--- config.mk ---
export PLATFORM = sky130hd
export DESIGN_NAME = st_capture_top
export DESIGN_NICKNAME = d
export VERILOG_FILES = /design/src/st_beat_pkg.sv /design/src/wb_reg_pkg.sv /design/src/beat_fifo_if.sv /design/src/st_sink_capture.sv /design/src/beat_fifo.sv /design/src/wb_regs.sv /design/src/st_capture_top.sv
export VERILOG_INCLUDE_DIRS = /design/src /design/src/src
export SDC_FILE = /design/constraint.sdc
export NUM_CORES = 1
export LEC_CHECK = 0
export ABC_AREA = 1
export ABC_CLOCK_PERIOD_IN_PS = 5800
export BUFFER_PORTS_ARGS = -buffer_cell sky130_fd_sc_hd__buf_2
export CORE_UTILIZATION = 35
export CTS_CLUSTER_SIZE = 28
export DETAILED_ROUTE_END_ITERATION = 8
export HOLD_SLACK_MARGIN = 0.15
export PLACE_DENSITY_LB_ADDON = 0.08
export SYNTH_ARGS = -nofsm -noshare
export SYNTH_HDL_FRONTEND = slang
export SYNTH_SLANG_ARGS = --single-unit
--- constraint.sdc ---
create_clock -name clk -period 5.8 [get_ports clk]
set_input_delay 0 -clock clk [delete_from_list [all_inputs] [get_ports clk]]
set_output_delay 0 -clock clk [all_outputs]
set_load 0.02 [all_outputs]
--- src/st_sink_settings.svh ---
//--------------------------------------------------------------------------
// stream capture settings
// field widths of one sink beat, capture FIFO sizing, the ready latency
// and the geometry of the Wishbone register port
//--------------------------------------------------------------------------

`ifndef ST_SINK_SETTINGS_SVH
`define ST_SINK_SETTINGS_SVH

// sink beat geometry
`define ST_SYMBOL_W      8
`define ST_NUMSYMBOLS    4
`define ST_CHANNEL_W     4
`define ST_ERROR_W       2
// number of empty symbols in an end of packet beat
`define ST_EMPTY_W       2

// idle count per beat, saturates at all ones
`define ST_IDLE_W        16

// capture FIFO, depth is 2**ST_FIFO_AW so the pointers wrap by themselves
`define ST_FIFO_DEPTH    16
`define ST_FIFO_AW       4

// cycles from sink_ready to the beat it admits, 0 or 1 only
`define ST_READY_LATENCY 1

// Wishbone register port, word addressed
`define WB_DATA_W        32
`define WB_ADDR_W        3

`endif

--- src/st_beat_pkg.sv ---
//--------------------------------------------------------------------------
// stream beat types
// field types of one Avalon-ST beat and the packed record that the
// capture FIFO holds per accepted beat
//--------------------------------------------------------------------------

`include "st_sink_settings.svh"

package st_beat_pkg;

   // one beat carries ST_NUMSYMBOLS symbols
   typedef logic [`ST_SYMBOL_W*`ST_NUMSYMBOLS-1:0] st_data_t;
   typedef logic [`ST_CHANNEL_W-1:0]               st_channel_t;
   typedef logic [`ST_ERROR_W-1:0]                 st_error_t;
   typedef logic [`ST_EMPTY_W-1:0]                 st_empty_t;
   typedef logic [`ST_IDLE_W-1:0]                  st_idle_t;

   // occupancy needs one bit above the address to reach full
   typedef logic [`ST_FIFO_AW:0]                   st_level_t;

   // captured beat
   // idles counts the qualified idle cycles seen before this beat
   typedef struct packed {
      logic        sop;
      logic        eop;
      st_channel_t channel;
      st_error_t   error;
      st_empty_t   empty;
      st_data_t    data;
      st_idle_t    idles;
   } st_beat_t;

endpackage

--- src/wb_reg_pkg.sv ---
//--------------------------------------------------------------------------
// capture register map
// Wishbone word addresses, register field positions and slave states
//--------------------------------------------------------------------------

`include "st_sink_settings.svh"

package wb_reg_pkg;

   // word addresses, decoded as register opcodes
   typedef enum logic [`WB_ADDR_W-1:0] {
      REG_CTRL   = 0,
      REG_STATUS = 1,
      REG_DATA   = 2,
      REG_INFO   = 3,
      REG_IDLES  = 4,
      REG_POP    = 5
   } wb_reg_e;

   // field positions, level and idles sit at bit 0
   localparam int unsigned CTRL_READY_EN_BIT = 0;
   localparam int unsigned STATUS_EMPTY_BIT  = 8;
   localparam int unsigned INFO_SOP_BIT      = 0;
   localparam int unsigned INFO_EOP_BIT      = 1;
   localparam int unsigned INFO_CHANNEL_LSB  = 4;
   localparam int unsigned INFO_ERROR_LSB    = 8;
   localparam int unsigned INFO_EMPTY_LSB    = 12;

   // one request, one ack
   typedef enum logic {WB_IDLE, WB_ACK} wb_state_e;

endpackage

--- src/beat_fifo_if.sv ---
//--------------------------------------------------------------------------
// beat FIFO bus
// carries captured beats into the FIFO and the head entry, occupancy and
// pop between the FIFO and the register side
//--------------------------------------------------------------------------

`timescale 1ns/1ps

interface beat_fifo_if;
   import st_beat_pkg::*;

   // capture side, one push per accepted beat
   logic      push;
   st_beat_t  wr_beat;

   // register side, pop removes the head
   logic      pop;

   // FIFO state, head is only meaningful while not empty
   st_beat_t  head;
   st_level_t level;
   logic      empty;

   // level feeds the ready rule on the capture side
   modport writer (
      output push,
      output wr_beat,
      input  level
   );

   modport reader (
      output pop,
      input  head,
      input  level,
      input  empty
   );

   modport fifo (
      input  push,
      input  wr_beat,
      input  pop,
      output head,
      output level,
      output empty
   );

endinterface

--- src/st_sink_capture.sv ---
//--------------------------------------------------------------------------
// Avalon-ST sink capture
// drives sink_ready from the control bit and FIFO level, qualifies beats
// by the ready latency, counts idle cycles and pushes each accepted beat
// together with its idle count into the capture FIFO
//--------------------------------------------------------------------------

`timescale 1ns/1ps
`include "st_sink_settings.svh"

module st_sink_capture (
   input  logic                     clk,
   input  logic                     reset,
   input  logic                     ready_en,
   input  st_beat_pkg::st_data_t    sink_data,
   input  st_beat_pkg::st_channel_t sink_channel,
   input  logic                     sink_valid,
   input  logic                     sink_startofpacket,
   input  logic                     sink_endofpacket,
   input  st_beat_pkg::st_error_t   sink_error,
   input  st_beat_pkg::st_empty_t   sink_empty,
   output logic                     sink_ready,
   beat_fifo_if.writer              fifo
);
   import st_beat_pkg::*;

   logic     ready_d1;
   logic     ready_q;
   logic     accept;
   st_idle_t idle_cnt;

   //--------------------------------------------------------------------------
   // back-pressure
   //--------------------------------------------------------------------------

   // keep room for the beat that may still arrive one cycle after ready
   // drops, level and ready_en are both registered
   assign sink_ready = ready_en &&
      (int'(fifo.level) + `ST_READY_LATENCY < `ST_FIFO_DEPTH);

   // ready as seen by the source one cycle ago
   always_ff @(posedge clk or posedge reset) begin
      if (reset) begin
         ready_d1 <= 1'b0;
      end else begin
         ready_d1 <= sink_ready;
      end
   end

   // qualified ready, the ready that admits the beat on the pins now
   assign ready_q = (`ST_READY_LATENCY == 0) ? sink_ready : ready_d1;
   assign accept  = ready_q && sink_valid;

   //--------------------------------------------------------------------------
   // idle counting
   //--------------------------------------------------------------------------

   // an accepted beat takes the old count, the counter restarts at zero
   // without an accept, a qualified ready cycle is an idle cycle
   always_ff @(posedge clk or posedge reset) begin
      if (reset) begin
         idle_cnt <= '0;
      end else if (accept) begin
         idle_cnt <= '0;
      end else if (ready_q && (idle_cnt != '1)) begin
         idle_cnt <= idle_cnt + 1'b1;
      end
   end

   //--------------------------------------------------------------------------
   // beat assembly
   //--------------------------------------------------------------------------

   // the FIFO writes on the acceptance edge itself
   assign fifo.push    = accept;
   assign fifo.wr_beat = '{
      sop:     sink_startofpacket,
      eop:     sink_endofpacket,
      channel: sink_channel,
      error:   sink_error,
      empty:   sink_empty,
      data:    sink_data,
      idles:   idle_cnt
   };

   // the margin in the ready rule must keep a full FIFO away from the pins
   a_no_accept_when_full: assert property (
      @(posedge clk) disable iff (reset)
      accept |-> (int'(fifo.level) < `ST_FIFO_DEPTH)
   );

endmodule

--- src/beat_fifo.sv ---
//--------------------------------------------------------------------------
// beat FIFO
// circular buffer of captured beats with read and write pointers and an
// occupancy count, head is shown combinationally from the read pointer
//--------------------------------------------------------------------------

`timescale 1ns/1ps
`include "st_sink_settings.svh"

module beat_fifo (
   input logic       clk,
   input logic       reset,
   beat_fifo_if.fifo port
);
   import st_beat_pkg::*;

   localparam st_level_t FULL_LEVEL = st_level_t'(`ST_FIFO_DEPTH);

   st_beat_t               mem [`ST_FIFO_DEPTH];
   logic [`ST_FIFO_AW-1:0] wr_ptr;
   logic [`ST_FIFO_AW-1:0] rd_ptr;
   st_level_t              count;
   logic                   full;
   logic                   do_push;
   logic                   do_pop;

   assign full    = (count == FULL_LEVEL);
   // a pop on an empty FIFO is dropped
   assign do_push = port.push && !full;
   assign do_pop  = port.pop && (count != '0);

   // storage
   always_ff @(posedge clk) begin
      if (do_push) begin
         mem[wr_ptr] <= port.wr_beat;
      end
   end

   // pointers wrap naturally at 2**ST_FIFO_AW
   always_ff @(posedge clk or posedge reset) begin
      if (reset) begin
         wr_ptr <= '0;
         rd_ptr <= '0;
         count  <= '0;
      end else begin
         if (do_push) begin
            wr_ptr <= wr_ptr + 1'b1;
         end
         if (do_pop) begin
            rd_ptr <= rd_ptr + 1'b1;
         end
         // push and pop together keep the count
         case ({do_push, do_pop})
            2'b10:   count <= count + 1'b1;
            2'b01:   count <= count - 1'b1;
            default: count <= count;
         endcase
      end
   end

   assign port.head  = mem[rd_ptr];
   assign port.level = count;
   assign port.empty = (count == '0);

   // the writer throttles through sink_ready, so a full push is a bug there
   a_no_push_when_full: assert property (
      @(posedge clk) disable iff (reset)
      port.push |-> !full
   );

endmodule

--- src/wb_regs.sv ---
//--------------------------------------------------------------------------
// capture registers
// Wishbone classic slave with a registered ack, holds the ready enable,
// exposes FIFO status and the head beat, and pops the head on request
//--------------------------------------------------------------------------

`timescale 1ns/1ps
`include "st_sink_settings.svh"

module wb_regs (
   input  logic                  clk,
   input  logic                  reset,
   input  logic                  wb_cyc,
   input  logic                  wb_stb,
   input  logic                  wb_we,
   input  logic [`WB_ADDR_W-1:0] wb_adr,
   input  logic [`WB_DATA_W-1:0] wb_dat_w,
   output logic [`WB_DATA_W-1:0] wb_dat_r,
   output logic                  wb_ack,
   output logic                  ready_en,
   beat_fifo_if.reader           fifo
);
   import wb_reg_pkg::*;

   wb_state_e             state;
   wb_reg_e               reg_sel;
   logic                  req;
   logic                  wr_ack;
   logic [`WB_DATA_W-1:0] rd_data;

   assign req     = wb_cyc && wb_stb;
   assign reg_sel = wb_reg_e'(wb_adr);

   // the master holds adr, we and data through the ack cycle
   // so writes commit on the ack edge
   assign wr_ack = (state == WB_ACK) && req && wb_we;

   //--------------------------------------------------------------------------
   // bus FSM
   //--------------------------------------------------------------------------

   always_ff @(posedge clk or posedge reset) begin
      if (reset) begin
         state <= WB_IDLE;
      end else begin
         case (state)
            WB_IDLE: begin
               if (req) begin
                  state <= WB_ACK;
               end
            end
            // the master drops stb after ack so the slave returns to idle
            WB_ACK:  state <= WB_IDLE;
            default: state <= WB_IDLE;
         endcase
      end
   end

   assign wb_ack = (state == WB_ACK);

   //--------------------------------------------------------------------------
   // control and pop
   //--------------------------------------------------------------------------

   always_ff @(posedge clk or posedge reset) begin
      if (reset) begin
         ready_en <= 1'b0;
      end else if (wr_ack && (reg_sel == REG_CTRL)) begin
         ready_en <= wb_dat_w[CTRL_READY_EN_BIT];
      end
   end

   // one cycle wide pulse that removes the head on the ack edge
   assign fifo.pop = wr_ack && (reg_sel == REG_POP);

   //--------------------------------------------------------------------------
   // read path
   //--------------------------------------------------------------------------

   // unmapped and write only addresses read as zero
   always_comb begin
      rd_data = '0;
      case (reg_sel)
         REG_CTRL: rd_data[CTRL_READY_EN_BIT] = ready_en;
         REG_STATUS: begin
            rd_data[`ST_FIFO_AW:0]     = fifo.level;
            rd_data[STATUS_EMPTY_BIT]  = fifo.empty;
         end
         REG_DATA: rd_data[`ST_SYMBOL_W*`ST_NUMSYMBOLS-1:0] = fifo.head.data;
         REG_INFO: begin
            rd_data[INFO_SOP_BIT]                    = fifo.head.sop;
            rd_data[INFO_EOP_BIT]                    = fifo.head.eop;
            rd_data[INFO_CHANNEL_LSB +: `ST_CHANNEL_W] = fifo.head.channel;
            rd_data[INFO_ERROR_LSB +: `ST_ERROR_W]     = fifo.head.error;
            rd_data[INFO_EMPTY_LSB +: `ST_EMPTY_W]     = fifo.head.empty;
         end
         REG_IDLES: rd_data[`ST_IDLE_W-1:0] = fifo.head.idles;
         default:   rd_data = '0;
      endcase
   end

   // sampled with the request and presented during the ack cycle
   always_ff @(posedge clk) begin
      if ((state == WB_IDLE) && req) begin
         wb_dat_r <= rd_data;
      end
   end

   // writes and pops commit on the ack edge and need the request still standing
   a_req_held_at_ack: assert property (
      @(posedge clk) disable iff (reset)
      wb_ack |-> (req && $stable(wb_adr) && $stable(wb_we))
   );

endmodule

--- src/st_capture_top.sv ---
//--------------------------------------------------------------------------
// stream capture top
// Avalon-ST sink in, Wishbone classic register port out, capture logic,
// beat FIFO and register slave joined over one FIFO bus
//--------------------------------------------------------------------------

`timescale 1ns/1ps
`include "st_sink_settings.svh"

module st_capture_top (
   input  logic                     clk,
   input  logic                     reset,
   // Avalon-ST sink
   input  st_beat_pkg::st_data_t    sink_data,
   input  st_beat_pkg::st_channel_t sink_channel,
   input  logic                     sink_valid,
   input  logic                     sink_startofpacket,
   input  logic                     sink_endofpacket,
   input  st_beat_pkg::st_error_t   sink_error,
   input  st_beat_pkg::st_empty_t   sink_empty,
   output logic                     sink_ready,
   // Wishbone classic slave
   input  logic                     wb_cyc,
   input  logic                     wb_stb,
   input  logic                     wb_we,
   input  logic [`WB_ADDR_W-1:0]    wb_adr,
   input  logic [`WB_DATA_W-1:0]    wb_dat_w,
   output logic [`WB_DATA_W-1:0]    wb_dat_r,
   output logic                     wb_ack
);

   // control bit from the registers to the back-pressure logic
   logic ready_en;

   beat_fifo_if fifo_bus ();

   st_sink_capture u_capture (
      .clk                (clk),
      .reset              (reset),
      .ready_en           (ready_en),
      .sink_data          (sink_data),
      .sink_channel       (sink_channel),
      .sink_valid         (sink_valid),
      .sink_startofpacket (sink_startofpacket),
      .sink_endofpacket   (sink_endofpacket),
      .sink_error         (sink_error),
      .sink_empty         (sink_empty),
      .sink_ready         (sink_ready),
      .fifo               (fifo_bus.writer)
   );

   beat_fifo u_fifo (
      .clk   (clk),
      .reset (reset),
      .port  (fifo_bus.fifo)
   );

   wb_regs u_regs (
      .clk      (clk),
      .reset    (reset),
      .wb_cyc   (wb_cyc),
      .wb_stb   (wb_stb),
      .wb_we    (wb_we),
      .wb_adr   (wb_adr),
      .wb_dat_w (wb_dat_w),
      .wb_dat_r (wb_dat_r),
      .wb_ack   (wb_ack),
      .ready_en (ready_en),
      .fifo     (fifo_bus.reader)
   );

endmodule

# After elaboration in Yosys (flattened, before gate mapping)

Memories as Yosys holds them, arrays and structs flattened.
Index checks and enable logic that the tools add are counted.

Add/subtract/negate cells: 6
$mul: 0
Div/mod/pow operators: 0
Magnitude comparators: 1
Equality and inequality tests: 9
Shift operators: 0
Mux-type cells: 17
Bitwise logic cells: 1
Reduce and logical (&&, ||, !) cells: 17

Operator list:

| kind                                                                          | number |
|---|---|
| 32-bit by 6-bit less-than comparator with 1-bit output, second input constant | 1 |
| 16-bit two-way mux                                                            | 2 |
| 16-bit by 1-bit adder with 16-bit output, second input constant               | 1 |
| 16-bit != test, second input constant                                         | 1 |
| 1-bit one-hot mux with 4 select lines                                         | 3 |
| 2-bit one-hot mux with 3 select lines                                         | 2 |
| 1-bit logical AND                                                             | 11 |
| 5-bit one-hot mux with 2 select lines                                         | 1 |
| 3-bit one-hot mux with 3 select lines                                         | 1 |
| 4-bit by 1-bit adder with 4-bit output, second input constant                 | 2 |
| 2-bit one-hot mux with 2 select lines                                         | 2 |
| 5-bit by 1-bit adder with 6-bit output, second input constant                 | 1 |
| 3-bit by 2-bit equality test with 1-bit output, second input constant         | 2 |
| 3-bit equality test, second input constant                                    | 2 |
| 5-bit by 1-bit adder with 5-bit output, second input constant                 | 1 |
| 5-bit equality test, second input constant                                    | 1 |
| 5-bit logical NOT                                                             | 1 |
| 1-bit one-hot mux with 5 select lines                                         | 1 |
| 5-bit nonzero test                                                            | 1 |
| 5-bit by 1-bit subtractor with 5-bit output, second input constant            | 1 |
| 2-bit nonzero test                                                            | 2 |
| 3-bit by 1-bit equality test with 1-bit output, second input constant         | 1 |
| 3-bit logical NOT                                                             | 1 |
| 1-bit two-way mux                                                             | 3 |
| 6 further kinds                                                               | 6 |

Register bits: 64
Latch bits: 0
Bits in writable memories: 928
Bits in read-only memories: 0
Input bits: 83
Output and inout port bits: 34
Logic and storage cells: 61
Memories kept: 1

Memories:

| memory     | words | width | rd ports | clocked after Yosys merged registers in | write ports | line            | text |
|---|---|---|---|---|---|---|---|
| u_fifo.mem | 16    | 58    | 1        | 0                                       | 1           | beat_fifo.sv:19 | `` st_beat_t mem [`ST_FIFO_DEPTH]; `` |

# Depth between registers and ports, before layout

Gate-level depths: netlist of run 1.

Depth in word-level cells: 7
Mapped depth: 15
Mapped depth without buffers: 15

# Cells and area by module

A second synthesis of run 1 with hierarchy kept.

Cell total of the unflattened synthesis: 4088
Area, all modules: 42454.5 µm²

Modules (own cells, without submodules):

| module          | instances | cells each | area an instance (µm²) | seq. area each (µm²) |
|---|---|---|---|---|
| beat_fifo       | 1         | 3728       | 39454.1                | 28192.0 |
| wb_regs         | 1         | 162        | 1595.3                 | 1011.0 |
| st_sink_capture | 1         | 198        | 1405.1                 | 425.4 |

# Worst setup path after synthesis of run 1

Ideal clock, no wire load.

Path type: flip-flop to flip-flop
Start: register u_capture.ready_d1
End: memory u_fifo.mem[11][0] in the netlist's numbering, enable pin
Setup time: 0.474 ns
Arrival time: 3.501 ns
Required time: 5.326 ns
Path slack: 1.825 ns
Cell stages (with the launch flop): 7
Buffers on the path: 0
Clock period less this slack: 3.975 ns
Cell sequence: dfrtp_1 > nand2_1 > inv_1 > nand2_1 > nor2_1 > inv_1 > nor2_1

Cells in the longest elaborated chain, start to end: 4

Ends and longest elaborated chain:

| what                                    | line                  | text |
|---|---|---|
| from (decl)                             | st_sink_capture.sv:27 | `logic ready_d1;` |
| from (signal assigned)                  | st_sink_capture.sv:46 | `ready_d1 <= sink_ready;` |
| 1-bit logical AND                       | st_sink_capture.sv:52 | `assign accept = ready_q && sink_valid;` |
| 1-bit logical AND                       | beat_fifo.sv:29       | `assign do_push = port.push && !full;` |
| 1-bit two-way mux                       | beat_fifo.sv:34       | `if (do_push) begin` |
| 1-bit two-way mux (not written as such) | beat_fifo.sv:35       | `mem[wr_ptr] <= port.wr_beat;` |
| to (decl)                               | beat_fifo.sv:19       |  |

No other way between the ends.

# Final worst setup path of run 1

Start: register u_fifo.rd_ptr[0]
End: register u_regs.wb_dat_r[0], data pin

Cells in the longest elaborated chain, start to end: 2

Ends and longest elaborated chain:

| what                                  | line            | text |
|---|---|---|
| from (decl)                           | beat_fifo.sv:21 | `` logic [`ST_FIFO_AW-1:0] rd_ptr; `` |
| from (signal assigned)                | beat_fifo.sv:50 | `rd_ptr <= rd_ptr + 1'b1;` |
| memory 16 x 58 bit                    | -               |  |
| 1-bit one-hot mux with 5 select lines | wb_regs.sv:83   | `case (reg_sel)` |
| named net u_regs.rd_data[0]           | wb_regs.sv:29   | `` logic [`WB_DATA_W-1:0] rd_data; `` |
| to (signal assigned)                  | wb_regs.sv:105  | `wb_dat_r <= rd_data;` |
| to (decl)                             | wb_regs.sv:18   | `` output logic [`WB_DATA_W-1:0] wb_dat_r, `` |

The timed path passes the listed nets, and every way through them passes these cells.
A chain may end at the register's enable or synchronous reset.

==> metrics, run 1 <==
sw frac=0.279; ranking of synthesized cells by area=edfxtp_1 (71%), nor2_1 (5.7%), nand2_1 (4.8%); Rows=124; # Post-CTS Setup Buffers=0; max cap viols=0; CP startpoint kind=flop; # nets final=3,588; most common cell after layout, fill and taps aside=edfxtp_1; max incr delay on CP=0.77 ns; CP Capture Type=flop; most used cell along the critical path=nand2_1; synthesized area=40,400 um^2; Synthesis Warnings=0; I/O Buffers=85; die height=342 um; slowest CP cell=inv_8; Clock Latency Late Sink=0.69 ns; Layout Skew=0.0191 ns; routed len/inst=22.1 um; Clock power frac=0.358; drt first pass iters=7; DP Wirelength=55,500 um; Placer Congestion=0.764; leak pwr=16.2 nW; Distinct cells, synth=32; Final Hold Viols=0; sequential power share=0.490; WS Path Type=flop to flop; Critical Path AT=4.16 ns; DR DRC count=20; ys flop type=edfxtp_1; post-route ant nets=0; Buf/Inv on CP=4; CTS tree=yes; Gates resized, CTS repair=0; footprint of the multi-input gates=9240 um^2; fill count=10,700; H-tree levels=3; Final WS setup=2.07 ns; max-slew violations=0; total design power=17.9 mW; Post-synth ARST share=0.0323; cell count after synthesis=3,377; RSZ-0062 raised after global routing=no; routed metal-1 wirelength=49,800 um; register area share after synthesis=0.733; cell family with most CP delay=buffers and inverters; final WL=113,000 um; top sig layer=met5; CTS max path bufs=3; die area=117,000 um^2; Area Overhead vs Synth=14.5%; post-synthesis register bit count=992; drt via density=4.99; CORE AREA=115,000 um^2; number of global-route vias before repair=25,400; initial antenna violation count=2; Syn Area/Cell=12.0 um^2; total track usage=0.192; Setup violations, final=0; required time worst endpoint=6.23 ns; overall die width=342 um; Worst slew margin=0.168; first-pass GRT wire length=165,000 um; worst min-delay path class=input pin to flop; met3 WL post-DR=3860 um; Critical Path, Cell by Cell=inv_8 -> buf_4 -> nand2_1 -> nand3_1 -> nand3_1 -> nand3_1 -> nand2_1 -> nand2_1 -> nand2_1 -> inv_1 -> nand2_1 -> dlygate4sd3_1; share of the synthesized area in the top cell type=0.713; drt initial violations=1,666; register area=29,600 um^2; WL met2=56,500 um; CTS clk-pin slew, worst paths=0.06 ns; peak supply drop=0.255 mV; Worst Max-Slew Pin Slew=1.25 ns; largest net degree at the start of global routing=191; most frequent cells in the layout=edfxtp_1 (960), nor2_1 (599), nand2_1 (515); PwrDens=387 nW/um^2; internal power=12.9 mW; violated checks=design-rule violations; combinational power share=0.152; layout cell share with drive strength beyond 1=0.0884; period utilization=0.643; io pins=117; Vias=25,400; number of CTS-inserted buffers=108; fin crit period=3.73 ns; syn_nets=3,471; switching pwr=5.00 mW; area leader, netlist=edfxtp_1; Crit Path Max Fanout=190; starting density of the core=0.353; setup_tns=0 ns; CTS root buffer=clkbuf_16; status=complete, but fails checks; Post-synth EDFFs=960; Place WS=2.20 ns; Clock Sinks=992; worst hold slack=0.229 ns; Overflow after GRT=0; Max Freq=268 MHz
Yosys cell counts (2+ instances only):
cell,n
a21oi_1,32
buf_1,21
buf_2,47
buf_4,36
buf_6,12
clkbuf_1,79
clkinv_1,2
dfrtp_1,32
edfxtp_1,960
ha_1,10
inv_1,179
inv_2,3
nand2_1,515
nand3_1,307
nand4_1,9
nor2_1,617
nor3_1,16
o211ai_1,120
o21ai_0,339
o21ai_1,15
o31ai_1,2
xnor2_1,2
xor2_1,13
registers in the layout, indices dropped and copies added, names as in the netlist:
signal / flops
u_fifo.mem: 928
u_regs.wb_dat_r: 32
u_capture.idle_cnt: 16
u_fifo.port.level: 5
u_fifo.rd_ptr: 4
u_fifo.wr_ptr: 4
u_capture.ready_d1: 1
u_regs.ready_en: 1
u_regs.wb_ack: 1
worst paths after layout:
check,start,to,slack [ns],depth (start not counted)
min in group asynchronous,reset,u_regs.wb_ack,0.57,5
max in group asynchronous,reset,u_fifo.rd_ptr[2],4.85,5
max,u_fifo.rd_ptr[0],u_regs.wb_dat_r[0],2.07,12
min reg2reg,u_fifo.port.level[4],u_fifo.port.level[4],0.52,1
max reg2reg,u_fifo.rd_ptr[0],u_regs.wb_dat_r[0],2.07,12
min,sink_empty[0],u_fifo.mem[4][48],0.23,2
layer usage:
layer,vias to the layer above,GRT usage
met5,-,0
met4,2,0.0496
met3,160,0.0270
met2,478,0.340
met1,12700,0.246
li1,12100,-
per-stage QoR:
| step | util | cell area [um^2] | cells |
|---|---|---|---|
| after global placement | 0.371 | 42400 | 4838 |
| after global routing | 0.405 | 46300 | 5096 |
| after detailed placement | 0.371 | 42400 | 4838 |
| after CTS | 0.405 | 46300 | 5096 |
| final | 0.405 | 46300 | 5097 |
| after floorplan | - | 40400 | 3377 |
power groups by stage:
stage | combinational (mW) | clock (mW) | sequential (mW)
after CTS | 2.81 | 6.57 | 8.77
after global routing | 3.05 | 6.82 | 8.82
final | 2.73 | 6.41 | 8.77
after floorplan | 1.74 | 0 | 8.85
after detailed placement | 2.77 | 0 | 8.92
after global placement | 2.72 | 0 | 8.90
cell families after synthesis:
| family | after synthesis | share of synthesized area |
|---|---|---|
| AOI/OAI and AO/OA | 508 | 0.0704 |
| xor gates and xnor gates | 15 | 0.00325 |
| adders and majority gates | 11 | 0.00359 |
| buffers and inverters | 381 | 0.0425 |
| DFF | 992 | 0.733 |
| and+or+nand+nor | 1470 | 0.148 |
worst register-to-register path, stage by stage, from the launching register on:
cell and delay [ns]:
dfrtp_4 0.70, inv_8 0.78, buf_4 0.75, nand2_1 0.11, nand3_1 0.09, nand3_1 0.08, nand3_1 0.11, nand2_1 0.09
nand2_1 0.07, nand2_1 0.06, inv_1 0.05, nand2_1 0.04, dlygate4sd3_1 0.55
area by class of cell:
class | instances | share of cell area
well taps | 1512 | 0.0408
diodes | 1 | 0.0000540
clock inverters | 52 | 0.00708
clock buffers | 148 | 0.0640
flip-flops and latches | 992 | 0.640
repair buffers | 203 | 0.0331
inverters | 185 | 0.0155
multi-input cells | 2004 | 0.200
timing repair:
item | CTS | global route
hold endpoints to repair | 736 | 0
setup endpoints to repair | 0 | 0
hold buffers | 58 | 0
(Power assumes the default switching activity.)
==> inputs of run 2 (changes only) <==
ABC_CLOCK_PERIOD_IN_PS = 3460   (was 5800)
clock period = 3.46 ns   (was 5.8 ns; I/O delays follow)
==> run 2 against run 1 <==
  * The flow still finishes with violations (design-rule violations)
  * Global-route usage increased by 0.17 points
  * Wire length rose by 0.69%
  * Utilization is 0.88 points higher
  * Total power increased by 77%
  * Clock-buffer cell count is 8 lower
  * Clock power is 90% higher
  * Die area stayed put
  * Sequential power rose by 66%
  * Combinational power is 77% higher
  * Non-clock buffer count up 20
  * Clock skew increased by 0.0082 ns
  * Critical path depth rose by 2
  * Critical endpoint is now u_fifo.port.level[3]
  * Highest routed layer unchanged
==> metrics, run 2 (synthesis gave the netlist of run 1 again) <==
total track usage=0.194; drt initial violations=1,694; drt first pass iters=7; overall die width=342 um; Layout Skew=0.0273 ns; first-pass GRT wire length=168,000 um; required time worst endpoint=4.09 ns; Worst Max-Slew Pin Slew=1.01 ns; io pins=117; leak pwr=16.6 nW; Rows=124; most frequent cells in the layout=edfxtp_1 (960), nor2_1 (599), nand2_1 (515); Area Overhead vs Synth=17.0%; number of CTS-inserted buffers=109; die height=342 um; post-route ant nets=0; fin crit period=2.96 ns; PwrDens=669 nW/um^2; status=complete, but fails checks; period utilization=0.857; DR DRC count=12; crit path launch=u_regs.wb_ack; routed len/inst=22.2 um; layout cell share with drive strength beyond 1=0.101; r2r setup slk=0.50 ns; worst min-delay path class=input pin to flop; Setup violations, final=0; Max Freq=337 MHz; final core utilization=0.413; DP Wirelength=56,600 um; FF-to-FF path depth=14; # Post-CTS Setup Buffers=0; Clock Sinks=992; I/O Buffers=85; peak supply drop=0.452 mV; CTS tree=yes; reg2reg end=u_fifo.port.level[3]; Vias=25,700; number of global-route vias before repair=25,500; CP Capture Point=u_fifo.port.level[3]; Worst slew margin=0.327; final WL=114,000 um; Regs by FF count=u_fifo.mem (928), u_regs.wb_dat_r (32), u_capture.idle_cnt (16); CP startpoint kind=flop; Critical Path AT=3.60 ns; # nets final=3,609; RSZ-0062 raised after global routing=no; Placer Congestion=0.798; max FFs per register=928; largest reg by FF count=u_fifo.mem; starting density of the core=0.353; CTS max path bufs=3; Clock Latency Late Sink=0.71 ns; Final Hold Viols=0; Overflow after GRT=0; drt via density=5.02; max-slew violations=0; reg-to-reg startpoint=u_regs.wb_ack; max cap viols=0; WS Path Type=flop to flop; H-tree levels=3; CTS root buffer=clkbuf_16; CTS clk-pin slew, worst paths=0.06 ns; total design power=31.7 mW; die area=117,000 um^2; initial antenna violation count=1; most common cell after layout, fill and taps aside=edfxtp_1; Crit Path Max Fanout=6; CORE AREA=115,000 um^2; largest net degree at the start of global routing=151; violated checks=design-rule violations; CP Capture Type=flop
==> run 2: changes by cell type in the layout (fill, tap and decap cells not counted), sizes merged <==
cell / delta
buf: +19
inv: +1
bufinv: +16
clkbuf: -8
clkinv: -12
clkinvlp: +7
dlygate4sd3: +1
==> run 2: worst min-delay path by stage <==
stage	to	cells after the start	start
3_3_place_gp	u_regs.wb_ack	3	reset
3_5_place_dp	u_regs.wb_ack	3	reset
6_report	u_fifo.mem[11][40]	2	sink_data[24]
5_1_grt	u_fifo.mem[9][46]	2	sink_data[30]
2_1_floorplan	u_fifo.mem[0][16]	0	sink_data[0]
4_1_cts	u_fifo.mem[11][46]	2	sink_data[30]
==> run 2: layer usage <==
layer  up-vias  global-route usage  wire, um
li1      12100                   -         -
met1     12900               0.257     50900
met2       491               0.336     56300
met3       140              0.0259      3900
met4         2              0.0485      2420
met5         -                   0        10
==> run 2: what timing repair did <==
action,in CTS,in global routing
hold buffers,59,0
resized for setup,0,0
hold endpoints to repair,768,0
==> run 2: worst max-delay path, cell delays in order, from the launching register on <==
cell	delay (ns)
dfrtp_1	0.40
nand4_1	0.16
nor3_1	0.18
dlygate4sd3_1	0.57
nand2_1	0.08
inv_1	0.15
ha_1	0.31
ha_1	0.28
nand2_1	0.07
inv_1	0.04
o21ai_0	0.15
nand2_1	0.11
o21ai_0	0.20
a21oi_1	0.07
a21oi_1	0.11
==> run 2: where the power goes <==
part           switching (mW)  internal [mW]  total, mW
registers               0.351           14.3       14.6
clock network            4.83           7.40       12.2
logic                    3.50           1.33       4.83
total                    8.68           23.0       31.7
==> run 2: final cells by class <==
| type | instances | area, um^2 |
|---|---|---|
| Tap cell | 1512 | 1890 |
| Fill cell | 10800 | 67200 |
| Antenna cell | 1 | 2.50 |
| Clock inverter | 64 | 875 |
| Inverter | 185 | 713 |
| Multi-Input combinational cell | 2004 | 9240 |
| Sequential cell | 992 | 29600 |
| Timing Repair Buffer | 223 | 2030 |
| Clock buffer | 140 | 2930 |
==> run 2: stage by stage <==
stage / worst slack (ns) / instance area (um^2) / TNS [ns] / std cells / hold WS, ns
2_1_floorplan: -0.515 / 40500 / -386.69 / 3377 / 0.0989
3_3_place_gp: 0.624 / 42900 / 0 / 4857 / 0.189
3_5_place_dp: 0.604 / 42900 / 0 / 4857 / 0.199
4_1_cts: 0.483 / 47300 / 0 / 5120 / 0.161
5_1_grt: 0.288 / 47300 / 0 / 5120 / 0.188
6_report: 0.495 / 47300 / 0 / 5121 / 0.211
